===== config.mk =====
export PLATFORM = sky130hd
export DESIGN_NAME = weight_fetch
export DESIGN_NICKNAME = d
export VERILOG_FILES = /design/src/verilog/weight_fetch.sv
export SDC_FILE = /design/constraint.sdc
export NUM_CORES = 1
export LEC_CHECK = 0
export ABC_AREA = 1
export BUFFER_PORTS_ARGS = -buffer_cell sky130_fd_sc_hd__buf_2
export CORE_AREA = 2 2 39 41
export CTS_BUF_LIST = sky130_fd_sc_hd__clkbuf_4 sky130_fd_sc_hd__clkbuf_8
export DETAILED_ROUTE_END_ITERATION = 8
export DIE_AREA = 0 0 41 43
export HOLD_SLACK_MARGIN = 0.08
export PLACE_DENSITY = 0.33
export SYNTH_ARGS = -nofsm -noshare
export SYNTH_HDL_FRONTEND = slang
export SYNTH_SLANG_ARGS = --single-unit

===== constraint.sdc =====
create_clock -name clk_i -period 1.8 [get_ports clk_i]
set_input_delay 0.45 -clock clk_i [delete_from_list [all_inputs] [get_ports clk_i]]
set_output_delay 0.45 -clock clk_i [all_outputs]
set_load 0.05 [all_outputs]

===== src/verilog/weight_fetch.sv =====
// Weight memory read sequencer
module weight_fetch #(
    parameter int NUM_SPIN = 16,
    parameter int PARALLELISM = 4,
    localparam int GROUPS = NUM_SPIN / PARALLELISM,
    localparam int GROUP_AW = (GROUPS > 1) ? $clog2(GROUPS) : 1
) (
    input  logic clk_i,
    input  logic arst_n_i,
    input  logic start_i,
    output logic weight_ren_o,
    output logic [GROUP_AW-1:0] weight_raddr_o,
    output logic beat_valid_o,
    output logic [GROUP_AW-1:0] beat_group_o
);

    logic busy_q;
    logic [GROUP_AW-1:0] group_q;

    // one read per cycle while busy
    assign weight_ren_o = busy_q;
    assign weight_raddr_o = group_q;

    always_ff @(posedge clk_i or negedge arst_n_i) begin
        if (!arst_n_i) begin
            busy_q <= 1'b0;
            group_q <= '0;
            beat_valid_o <= 1'b0;
            beat_group_o <= '0;
        end else begin
            // memory answers one cycle after the read
            beat_valid_o <= busy_q;
            beat_group_o <= group_q;
            if (start_i) begin
                busy_q <= 1'b1;
                group_q <= '0;
            end else if (busy_q) begin
                if (group_q == GROUP_AW'(GROUPS - 1)) begin
                    busy_q <= 1'b0;
                    group_q <= '0;
                end else begin
                    group_q <= group_q + 1'b1;
                end
            end
        end
    end

endmodule


# Yosys cells after proc, flatten, opt, wreduce, memory -nomap -nowiden
# Cells that the tools add are included.
[op_classes] addsub=1 multipliers=0 div_mod_pow=0 order_cmp=0 n_eq_ne=1 shift=0 n_mux=6 n_bitwise=0 n_reduce_logical=1
[ops] cell="2-to-1 mux 2 bit" n=3
[ops] cell="2-to-1 mux 1 bit" n=3
[ops] cell="adder 2 x 1 -> 2 bit, second input constant" n=1
[ops] cell="== test 2 bit, second input constant" n=1
[ops] cell="nonzero test 2 bit" n=1
[word_totals] ff_bits=6 latchBits=0 mem_bits_rw=0 mem_bits_ro=0 in_bits=3 wordCells=13 memories=0

# Depth between registers and ports, before layout
[depth] word_depth=4 depth_mapped=4 mapped_depth_nobuf=4

# Least setup slack after synthesis
# Ideal clock, no wire load.
[synth_path] path_kind="register -> register" startpoint="reg group_q[0] (netlist: weight_raddr_o[0])" endpoint="reg group_q[0] (netlist: weight_raddr_o[0])" t_arrival_ps=1095 required_time_ps=1679 path_slack_ps=584 path_stages_with_launch=5 path_cell_list="dfrtp_1 ha_1 nor2_1 nand3_1 nand2_1"
[synth_between] elab_chain_cells=4
[synth_rtl] item="from (decl)" line="18" text="logic [GROUP_AW-1:0] group_q;"
[synth_rtl] item="from (signal assigned)" line="42" text="group_q <= group_q + 1'b1;"
[synth_rtl] item="adder 2 x 1 -> 2 bit or == test 2 bit (tied branches)" line="42, 38"
[synth_rtl] item="2-to-1 mux 2 bit *" line="38" text="if (group_q == GROUP_AW'(GROUPS - 1)) begin"
[synth_rtl] item="2-to-1 mux 2 bit *" line="37" text="end else if (busy_q) begin"
[synth_rtl] item="2-to-1 mux 2 bit *" line="34" text="if (start_i) begin"
# Every way passes the cells marked *; elsewhere a longest branch is shown, timed or not. The select of a mux whose other input is x is not followed.
# A chain may end at the register's enable or synchronous reset.

# Worst setup path in the final report
[layout_path] startpoint="reg busy_q (netlist: weight_ren_o)" endpoint="out weight_ren_o"
[layout_lines] item="from (decl)" line="17" text="logic busy_q;"
[layout_lines] item="from (signal assigned)" line="26" text="busy_q <= 1'b0;"
[layout_lines] item="from (signal assigned)" line="35" text="busy_q <= 1'b1;"
[layout_lines] item="from (signal assigned)" line="39" text="busy_q <= 1'b0;"
[layout_lines] item="to (decl)" line="11" text="output logic weight_ren_o,"
# No word-level cell between the ends.

==> metrics.csv <==
metric;value;unit
VDD IR max;0.000378;V
portion of total power attributed to combinational logic;40.0;%
setup_tns;0;ns
boundary pin count;9;
TritonCTS clock tree;done;
shortest period the worst path allows;1.42;ns
pin count of the biggest net entering global routing;7;
cell with the biggest individual delay on the critical path;sky130_fd_sc_hd__dfrtp_1;
deepest level of the CTS H-tree;1;
horizontal extent of the die;41;um
final setup vio count;0;
post-route DRC violation count;0;
Cell Chain, Critical Path;buf_2;
buffers plus inverters on the worst setup path;1;
Iter 0 DRT Violations;0;
total global-route track usage;6.36;%
Vert. Die Dim;43;um
clk_skew;0.00102;ns
WP data required;1.35;ns
fin crit share;78.9;%
max_slew headroom;83.1;%
highest-count cells in the layout ignoring fill and taps;8 x sky130_fd_sc_hd__buf_2, 6 x sky130_fd_sc_hd__dfrtp_1, 4 x sky130_fd_sc_hd__nand2_1, 3 x sky130_fd_sc_hd__clkbuf_4;
first-pass GRT wire length;669;um
result of the run;finished clean;
register bit count reported by yosys;6;
RSZ-0062 raised after global routing;no;
post-synthesis instance area;214;sq um
Critical Path Fanout Max;6;
Switch Pwr;0.238;mW
final estimated routing congestion in global placement;0.712;
number of detailed-route iterations in the first pass;1;
element type at the critical path end;output pin;
sort of element at the start of the critical path;register;
syn_nets;22;
yosys warns;0;
internal power of the cells;0.291;mW
critical setup path kind;reg -> out;
Worst Max-Slew Pin Slew;0.255;ns
total count of hold-check failures in the final report;0;
sequential share of the synthesized area;70.2;%
starting utilization of the core area;15.5;%
Pins Over Slew Limit;0;
remaining number of nets flagged by the antenna check after routing;0;
Routed WL per cell;8.87;um
Largest delay share family, worst path;flip-flops;
Final Routed Wirelength;408;um
Root Buffer Master;sky130_fd_sc_hd__clkbuf_4;
sequential share of power;37.1;%
grt total ovfl;0;
Port Buffers;8;
maximum clock frequency;0.704;GHz
via count of the routed design;164;
number of buffers on the longest clock path;2;
worst setup timing slack at the placement stage;0.638;ns
number of core rows;14;
clock edge transition at the registers on the reported setup and hold paths;0.04;ns
portion of total power attributed to the clock network;23.0;%
number of maximum-capacitance constraint violations;0;
Post-layout nets;36;
post-CTS resize count;0;
Layout area overhead;43.3;%
instance count of the mapped netlist;18;
die area;1760;sq um
post-detailed-route via-to-cell ratio;3.57;
worst min path class;reg -> reg;
smallest setup slack after layout;0.380;ns
core region area;1380;sq um
post-detailed-placement cell area;274;sq um
Diodes inserted;0;
total half-perimeter wirelength after legalization and detailed placement;329;um
leading cell type in the layout, fill and taps excluded;sky130_fd_sc_hd__buf_2;
clock insertion delay at the later pin of the skew report;0.24;ns
leakage power figure;0.165;nW
maximum cell stage delay along the critical path;0.43;ns
sw frac;45.0;%
via count of the first global-routing pass;167;
number of buffers created by CTS;3;
final cell area excluding filler cells;307;sq um
number of distinct library cells after synthesis;8;
number of antenna violations at the first check in global routing;0;
arrival time at the worst endpoint;0.97;ns
mean area per synthesized cell;11.9;sq um
fraction of layout cells with a size suffix above 1;43.3;%
number of sinks handled by clock tree synthesis;6;
Power per Cell Area;1730;nW/um^2
power by group through the flow:
stage | registers [mW] | clock network (mW) | logic (mW)
2_1_floorplan | 0.328 | 0 | 0.0321
3_3_place_gp | 0.198 | 0 | 0.214
3_5_place_dp | 0.199 | 0 | 0.213
4_1_cts | 0.197 | 0.130 | 0.215
5_1_grt | 0.204 | 0.137 | 0.223
6_report | 0.196 | 0.122 | 0.212
what timing repair did:
action	in CTS	in global routing
hold endpoints to repair	6	0
buffers inserted	0	0
hold buffers	1	0
final timing paths:
path	from	endpoint	slack (ns)	depth (start not counted)
setup / recovery	weight_ren_o	weight_ren_o	0.38	1
min in group asynchronous	arst_n_i	beat_group_o[0]	0.56	2
hold reg to reg	weight_raddr_o[1]	beat_group_o[1]	0.43	0
setup reg to reg	weight_raddr_o[0]	weight_raddr_o[1]	0.85	3
hold / removal	weight_raddr_o[1]	beat_group_o[1]	0.43	0
max in group asynchronous	arst_n_i	beat_valid_o	1.10	2
area by class of cell:
class	instances	area, sq um
Multi-Input combinational cell	10	56.3
Inverter	2	7.51
Timing Repair Buffer	9	50.0
Clock buffer	3	22.5
Tap cell	16	20.0
Fill cell	155	1080
Sequential cell	6	150
cells by family after synthesis:
group	count (synthesis)	synth area share [%]
buf+inv	2	3.51
fa+ha+maj	1	5.85
flops	6	70.2
compound gates	1	4.09
simple gates	8	16.4
metrics by stage:
stage	utilization, %	power (mW)	instances	hold WS, ns
after global placement	19.8	0.412	42	0.283
after CTS	22.2	0.542	46	0.430
after detailed placement	19.8	0.412	42	0.283
final	22.2	0.529	46	0.428
after floorplan	-	0.360	18	0.154
after global routing	22.2	0.564	46	0.468
routing by layer:
layer	vias to the layer above	wire length, um	GRT usage [%]
li1	81	-	-
met2	9	180	7.19
met4	0	0	10.0
met5	-	0	0
met3	0	50	2.09
met1	74	177	6.86
Yosys cell counts (all sizes together):
cell	count	area share [%]
dfrtp	6	70
ha	1	5.8
inv	2	3.5
nand2	4	7.0
nand3	2	4.7
nor2	2	4.7
o21ai	1	4.1
state kept, by name (all words and copies together), names as in the netlist:
register        count
beat_group_o        2
weight_raddr_o      2
beat_valid_o        1
weight_ren_o        1
Power figures use the tool's default switching activity.
