**src/verilog/ising_pkg.sv**
```systemverilog
// Ising problem types
package ising_pkg;

    // precision of one coupling or bias entry
    localparam int BITJ = 4;

    // energy accumulator width, wide enough for any row sum
    localparam int ENERGY_BIT = 32;

    // width of the unsigned bias scale
    localparam int SCALING_BIT = 4;

    // spin encoding
    // a bit of 1 stands for +1, a bit of 0 stands for -1
    // spin vectors are plain NUM_SPIN-bit words, sized by each module

    // one signed Jij or hi value, two's complement
    typedef logic signed [BITJ-1:0] coupling_t;

    // one signed energy value
    typedef logic signed [ENERGY_BIT-1:0] energy_t;

endpackage

```
**src/verilog/macro_ctrl_pkg.sv**
```systemverilog
// Macro control types
package macro_ctrl_pkg;

    // size of the flip mask table
    localparam int FLIP_ICON_DEPTH = 16;
    localparam int FLIP_ADDR_BIT = $clog2(FLIP_ICON_DEPTH);

    // run configuration, captured once per config pulse
    typedef struct packed {
        // accept only strictly lower energy
        logic en_comparison;
        // candidates equal the current spin
        logic flip_disable;
        // masks to walk, 0 up to FLIP_ICON_DEPTH
        logic [FLIP_ADDR_BIT:0] flip_count;
        // bias scale
        logic [ising_pkg::SCALING_BIT-1:0] hscaling;
    } run_cfg_t;

    // flip manager states
    typedef enum logic [2:0] {
        IDLE,
        BASELINE,
        FETCH,
        EVAL,
        DECIDE
    } fm_state_t;

endpackage

```
**src/verilog/flip_manager.sv**
```systemverilog
// Flip manager
module flip_manager #(
    parameter int NUM_SPIN = 16
) (
    input  logic clk_i,
    input  logic arst_n_i,
    input  logic cfg_pulse_i,
    input  logic cmpt_pulse_i,
    input  logic [NUM_SPIN-1:0] spin_init_i,
    input  macro_ctrl_pkg::run_cfg_t run_cfg_i,
    // flip mask memory
    output logic flip_ren_o,
    output logic [macro_ctrl_pkg::FLIP_ADDR_BIT-1:0] flip_raddr_o,
    input  logic [NUM_SPIN-1:0] flip_rdata_i,
    // candidate to the energy monitor
    output logic cand_valid_o,
    input  logic cand_ready_i,
    output logic [NUM_SPIN-1:0] cand_spin_o,
    input  logic energy_valid_i,
    input  ising_pkg::energy_t energy_i,
    // results
    output logic cmpt_idle_o,
    output logic energy_update_o,
    output ising_pkg::energy_t energy_o,
    output logic [NUM_SPIN-1:0] spin_o
);
    import ising_pkg::*;
    import macro_ctrl_pkg::*;

    fm_state_t state_q;
    logic [FLIP_ADDR_BIT:0] addr_q;
    logic mask_vld_q;
    logic base_q;
    logic accept;
    logic [NUM_SPIN-1:0] spin_q;
    logic [NUM_SPIN-1:0] cand_spin_q;
    energy_t cand_energy_q;

    assign cmpt_idle_o = (state_q == IDLE);
    assign flip_ren_o = (state_q == FETCH);
    assign flip_raddr_o = addr_q[FLIP_ADDR_BIT-1:0];
    assign cand_spin_o = cand_spin_q;

    // baseline always taken, otherwise strict improvement when comparing
    assign accept = base_q | ~run_cfg_i.en_comparison | (cand_energy_q < energy_o);

    always_ff @(posedge clk_i or negedge arst_n_i) begin
        if (!arst_n_i) begin
            state_q <= IDLE;
            addr_q <= '0;
            mask_vld_q <= 1'b0;
            base_q <= 1'b0;
            cand_valid_o <= 1'b0;
            energy_update_o <= 1'b0;
            energy_o <= '0;
            spin_o <= '0;
        end else begin
            mask_vld_q <= flip_ren_o;
            energy_update_o <= 1'b0;
            if (cand_valid_o && cand_ready_i) begin
                cand_valid_o <= 1'b0;
            end
            case (state_q)
                IDLE: begin
                    if (cmpt_pulse_i) begin
                        cand_valid_o <= 1'b1;
                        addr_q <= '0;
                        base_q <= 1'b1;
                        state_q <= BASELINE;
                    end
                end
                BASELINE: begin
                    if (energy_valid_i) begin
                        state_q <= DECIDE;
                    end
                end
                FETCH: begin
                    state_q <= EVAL;
                end
                EVAL: begin
                    // mask is on the read port this cycle
                    if (mask_vld_q) begin
                        cand_valid_o <= 1'b1;
                        addr_q <= addr_q + 1'b1;
                    end
                    if (energy_valid_i) begin
                        state_q <= DECIDE;
                    end
                end
                DECIDE: begin
                    base_q <= 1'b0;
                    if (accept) begin
                        energy_update_o <= 1'b1;
                        energy_o <= cand_energy_q;
                        spin_o <= cand_spin_q;
                    end
                    if (addr_q == run_cfg_i.flip_count) begin
                        state_q <= IDLE;
                    end else begin
                        state_q <= FETCH;
                    end
                end
                default: begin
                    state_q <= IDLE;
                end
            endcase
        end
    end

    // spin state and candidate payload
    always_ff @(posedge clk_i) begin
        if (state_q == IDLE && cfg_pulse_i) begin
            spin_q <= spin_init_i;
        end else if (state_q == DECIDE && accept) begin
            spin_q <= cand_spin_q;
        end
        if (state_q == IDLE && cmpt_pulse_i) begin
            cand_spin_q <= spin_q;
        end else if (state_q == EVAL && mask_vld_q) begin
            cand_spin_q <= run_cfg_i.flip_disable ? spin_q : spin_q ^ flip_rdata_i;
        end
        if (energy_valid_i) begin
            cand_energy_q <= energy_i;
        end
    end

endmodule

```
**config.mk**
```make
export PLATFORM = sky130hd
export DESIGN_NAME = flip_manager
export DESIGN_NICKNAME = d
export VERILOG_FILES = /design/src/verilog/ising_pkg.sv /design/src/verilog/macro_ctrl_pkg.sv /design/src/verilog/flip_manager.sv
export SDC_FILE = /design/constraint.sdc
export NUM_CORES = 1
export LEC_CHECK = 0
export ABC_CLOCK_PERIOD_IN_PS = 3200
export BUFFER_PORTS_ARGS = -buffer_cell sky130_fd_sc_hd__buf_2
export CAP_MARGIN = 30
export CORE_UTILIZATION = 53
export CTS_CLUSTER_DIAMETER = 40
export DETAILED_ROUTE_END_ITERATION = 10
export PLACE_DENSITY = 0.8
export SETUP_SLACK_MARGIN = 0.4
export SLEW_MARGIN = 20
export SYNTH_ARGS = -nofsm -noshare
export SYNTH_HDL_FRONTEND = slang
export SYNTH_SLANG_ARGS = --single-unit
```
**constraint.sdc**
```tcl
create_clock -name clk_i -period 3.2 [get_ports clk_i]
set_input_delay 0.8 -clock clk_i [delete_from_list [all_inputs] [get_ports clk_i]]
set_output_delay 0.8 -clock clk_i [all_outputs]
set_load 0.005 [all_outputs]
```
# --- Word level (Yosys, flattened, before mapping) ---
# Index checks and enable logic that the tools add are counted.
totals:
  reg_bits: 124
  in_bits: 81
  out_inout_bits: 72
  word_cells: 60
op_classes:
  addsub: 1
  magnitude_cmp: 1
  eq_ne: 8
  n_mux: 20
  n_bitwise: 4
  n_reduce_logical: 15
op_table:
  columns: ["cell", "count"]
  rows:
  - ["$mux W16", 5]
  - ["$lt A32 B32 Y1", 1]
  - ["$xor A16 B16 Y16", 1]
  - ["$pmux W3 S4", 1]
  - ["$mux W5", 2]
  - ["$pmux W5 S2", 1]
  - ["$reduce_bool A2 Y1", 4]
  - ["$eq A3 B2 Y1 const B", 2]
  - ["$mux W1", 6]
  - ["$mux W3", 2]
  - ["$reduce_and A2 Y1", 3]
  - ["$add A5 B1 Y5 const B", 1]
  - ["$eq A5 B5 Y1", 1]
  - ["$logic_and A1 B1 Y1", 5]
  - ["$ne A2 B2 Y1 const B", 2]
  - ["$pmux W1 S2", 2]
  - ["$eq A3 B1 Y1 const B", 1]
  - ["$eq A3 B3 Y1 const B", 1]
  - ["$logic_not A3 Y1", 1]
  - ["$reduce_and A3 Y1", 1]
  - ["$mux W2", 1]
  - ["$ne A2 B1 Y1 const B", 1]
  - ["$or A1 B1 Y1", 2]
  - ["$reduce_or A2 Y1", 1]
  - ["$not A1 Y1", 1]

# --- Depth between registers and ports, before layout ---
logic_depth:
  ltp_word: 6
  ltp_mapped: 9
  mapped_depth_nobuf: 8

# --- Least setup slack after synthesis ---
# No wires, ideal clock.
synth_timing:
  kind: "register to register"
  startpoint: "register energy_o[14]"
  endpoint: "register spin_q[0] (enable)"
  setup_time_ns: 0.291
  arrival_time_ns: 2.422
  t_required_ns: 2.909
  path_slack_ns: 0.488
  path_stages_with_launch: 10
  n_path_buf: 1
  period_less_slack_ns: 2.712
  cell_sequence: "dfrtp_1 -> inv_1 -> ha_1 -> nand4_1 -> nor3_1 -> a2bb2oi_1 -> a2111oi_2 -> o221ai_2 -> buf_6 -> or2_2"
synth_between:
  elab_chain_len: 4
synth_rtl:
  columns: ["item", "line_no", "text"]
  rows:
  - ["start: declaration", "flip_manager.sv:24", "output ising_pkg::energy_t energy_o,"]
  - ["start signal: assignment", "flip_manager.sv:94", "energy_o <= cand_energy_q;"]
  - ["$lt A32 B32 Y1", "flip_manager.sv:45", "assign accept = base_q | ~run_cfg_i.en_comparison | (cand_energy_q < energy_o);"]
  - ["$or A1 B1 Y1", "flip_manager.sv:45", null]
  - ["$logic_and A1 B1 Y1", "flip_manager.sv:114", "end else if (state_q == DECIDE && accept) begin"]
  - ["$reduce_bool A2 Y1 (no source line)", null, null]
  - ["end signal: assignment", "flip_manager.sv:113", "spin_q <= spin_init_i;"]
  - ["end signal: assignment", "flip_manager.sv:115", "spin_q <= cand_spin_q;"]
  - ["end: declaration", "flip_manager.sv:35", "logic [NUM_SPIN-1:0] spin_q;"]
# No other way between the ends.
# A chain may end at the register's enable or synchronous reset.

# --- Final worst setup path ---
layout_timing:
  startpoint: "register energy_o[25]"
  endpoint: "register energy_o[6]"
layout_between:
  elab_chain_len: 3
layout_rtl:
  columns: ["item", "line_no"]
  rows:
  - ["$lt A32 B32 Y1", "flip_manager.sv:45"]
  - ["$or A1 B1 Y1", "flip_manager.sv:45"]
  - ["$reduce_and A2 Y1 (no source line)", null]
# No other way between the ends.

==> impl_metrics.csv <==
group,metric,value,unit
outcome,status,"completed",
global_routing,grt_usage,0.225,
layout,synthToLayoutAreaGrowth,26.7,%
global_routing,grt-ovfl-total,0,
layout,fin_cells,703,
synth,yosysMostFrequentCell,"edfxtp_1",
critical_path,crit_path_max_fanout,31,
floorplan,rows,37,
synth,ys_types,38,
clock_network,path_clk_slew,0.06,ns
synth,synth.top_cell.area_share,0.336,
detailed_routing,final_antenna_net_count,0,
clock_network,cts_tree,"yes",
detailed_routing,via_per_inst,5.18,
power,seq_power_share,0.383,
detailed_routing,vias,3643,
power,power.total,0.00716,W
layout,final_nets,667,
detailed_routing,drt_drc_violations_left,0,
critical_path,cp_data_required_time,3.60,ns
placed_design,dp.cells,670,
synth,synth_seq_cells,124,
run,cap_violations,0,
global_routing,grt_max_degree,34,
timing,setup_violations,0,
detailed_routing,first_pass_iters,4,
clock_network,numCtsBuffers,17,
detailed_routing,routed_wl,11700,µm
clock_network,clkLatencyLatePin,0.52,ns
global_routing,busiest_layer,"met2",
layout,n_antenna_cell,0,
power,peakVddDrop,0.688,mV
critical_path,cp.arrival,3.11,ns
floorplan,top_level_ports,153,
synth,synth_nets,506,
global_routing,grtUsageMet2,0.379,
timing,post-route-period-util,0.847,
floorplan,start_util,0.549,
critical_path,cp_cell_sequence,"inv_1 -> ha_1 -> nand4_1 -> nor4_4 -> a21oi_1 -> a311o_1 -> o221ai_4 -> buf_12 -> mux2_4",
critical_path,max_stage_delay,0.40,ns
synth,synth_edf_count,64,
global_routing,grt_pass1_vias,3910,
placed_design,gp_congestion,0.781,
critical_path,cp_slowest_cell,"a311o_1",
timing,finalHoldViolCount,0,
timing,hold_ws,0.313,ns
power,p_per_area,988,nW/µm²
detailed_routing,wl_per_cell,16.6,µm
synth,synth_ff_type,"edfxtp_1",
timing,fmax,0.369,GHz
synth,synth.area.top_cells,"edfxtp_1, dfrtp_1, mux2_4",
critical_path,start_kind,"flip-flop",
power,internal-power,0.00498,W
clock_network,ctsHtreeMaxLevel,4,
critical_path,path_class,"reg -> reg",
clock_network,cts-root-buf,"clkbuf_8",
detailed_routing,dr.first_iter.drc_count,143,
critical_path,cpLargestDelayFamily,"compound AO/OA/AOI/OAI gates",
power,p_switching,0.00218,W
power,power.share.combinational,0.340,
timing,fin_tns_setup,0,ns
timing,rsz0062_at_grt,"true",
min_path,hp-class,"in -> async",
synth,avgSynthCellArea,14.6,µm²
global_routing,grt_pass1_wl,19000,µm
global_routing,grt_use_met3,0.0632,
clock_network,clk_path_buf_depth,2,
synth,syn_inst,393,
floorplan,die_w,106,µm
placed_design,dp_hpwl,8280,µm
synth,syn_area,5720,µm²
synth,ys_seq_area_frac,0.598,
floorplan,coreArea,10400,µm²
power,switching_share,0.304,
placed_design,io_buffer_count,148,
global_routing,use_met1,0.275,
power,clkPwrFrac,0.277,
synth,async_flop_share,0.484,
critical_path,path_buf_inv,2,
synth,yosysWarnings,0,
critical_path,cp-end-kind,"flip-flop",
layout,drive_gt1_frac,0.455,
timing,tightest_slew,0.825,ns
layout,n_fill_cell,719,
synth,ys_top_cells_by_count,"edfxtp_1, dfrtp_1, mux2_4",
layout,utilization,0.696,
power,p_leak,3.33,nW
timing,finalMaxSlewViolations,0,
floorplan,die_h,106,µm
floorplan,die_area,11200,µm²
timing,relSlewSlack,0.450,
synth,yosys.area.top_type,"edfxtp_1",
global_routing,antenna_found_initial,0,
clock_network,clock-sinks,124,
timing,layout_min_cycle_time,2.71,ns
timing,finClkSkew,0.00737,ns
## state kept, by name (all words and copies together), names as in the netlist, 3 cells and up
signal / flops
addr_q: 5
spin_o: 16
spin_q: 16
cand_spin_o: 16
energy_o: 32
cand_energy_q: 32
state_q: 3
## final cells by class
class	count	area, µm²	share of cell area
Tap cell	136	170	0.0235
Sequential cell	124	3420	0.472
Multi-Input combinational cell	220	2100	0.290
Clock inverter	15	198	0.0273
Timing Repair Buffer	155	810	0.112
Clock buffer	17	414	0.0571
Inverter	36	135	0.0186
## logic make-up after synthesis
group,count (synthesis),synth area share
flops,124,0.598
simple gates,67,0.0571
mux,64,0.157
buf+inv,49,0.0413
compound gates,33,0.0389
fa+ha+maj,32,0.0700
xor+xnor,24,0.0367
## power groups by stage
stage,Combinational (W),Clock (W),Sequential [W]
3_3_place_gp,0.00231,0,0.00272
4_1_cts,0.00244,0.00201,0.00275
6_report,0.00244,0.00198,0.00274
3_5_place_dp,0.00241,0,0.00276
2_1_floorplan,0.00162,0,0.00271
5_1_grt,0.00269,0.00207,0.00282
## routing by layer
layer	vias to the layer above	wire length [µm]
met1	1775	4950
met5	-	0
met3	8	853
li1	1711	-
met4	0	81
met2	149	5770
## cell usage in the layout (no fill, tap or decap), types with 6 or more instances in the layout
cell type,n
a21oi_1,14
buf_2,148
clkbuf_16,16
dfrtp_1,60
edfxtp_1,64
ha_1,32
inv_1,36
mux2_2,16
mux2_4,48
nand2_1,28
nor2_1,9
nor3_1,6
o21ai_0,8
xnor2_1,19
## stage by stage
stage / setup WS [ns] / area [µm²]
floorplan: 0.488 / 5720
finish: 0.490 / 7250
CTS: 0.402 / 7220
global route: 0.331 / 7250
global placement: 0.299 / 6590
detailed placement: 0.247 / 6590
## worst paths after layout
check,slack (ns),startpoint,cells past startpoint,end
worst min-delay path,0.31,arst_n_i,2,energy_o[19]$_DFFE_PN0P_
worst min register to register,0.49,base_q$_DFFE_PN0P_,1,base_q$_DFFE_PN0P_
max in group asynchronous,2.58,arst_n_i,2,energy_o[0]$_DFFE_PN0P_
worst max-delay path,0.49,energy_o[25]$_DFFE_PN0P_,9,energy_o[6]$_DFFE_PN0P_
min in group clk_i,0.45,energy_i[19],1,cand_energy_q[19]$_DFFE_PP_
worst max register to register,0.49,energy_o[25]$_DFFE_PN0P_,9,energy_o[6]$_DFFE_PN0P_
## what timing repair did
action	4_1_cts	5_1_grt
hold buffers	0	0
gates cloned	0	0
buffers inserted	0	1
pin swaps	0	2
hold endpoints to repair	0	0
endpoints found under the setup margin	64	64
gates resized for setup	4	4
Note: power is estimated with default switching activity, not from simulation.
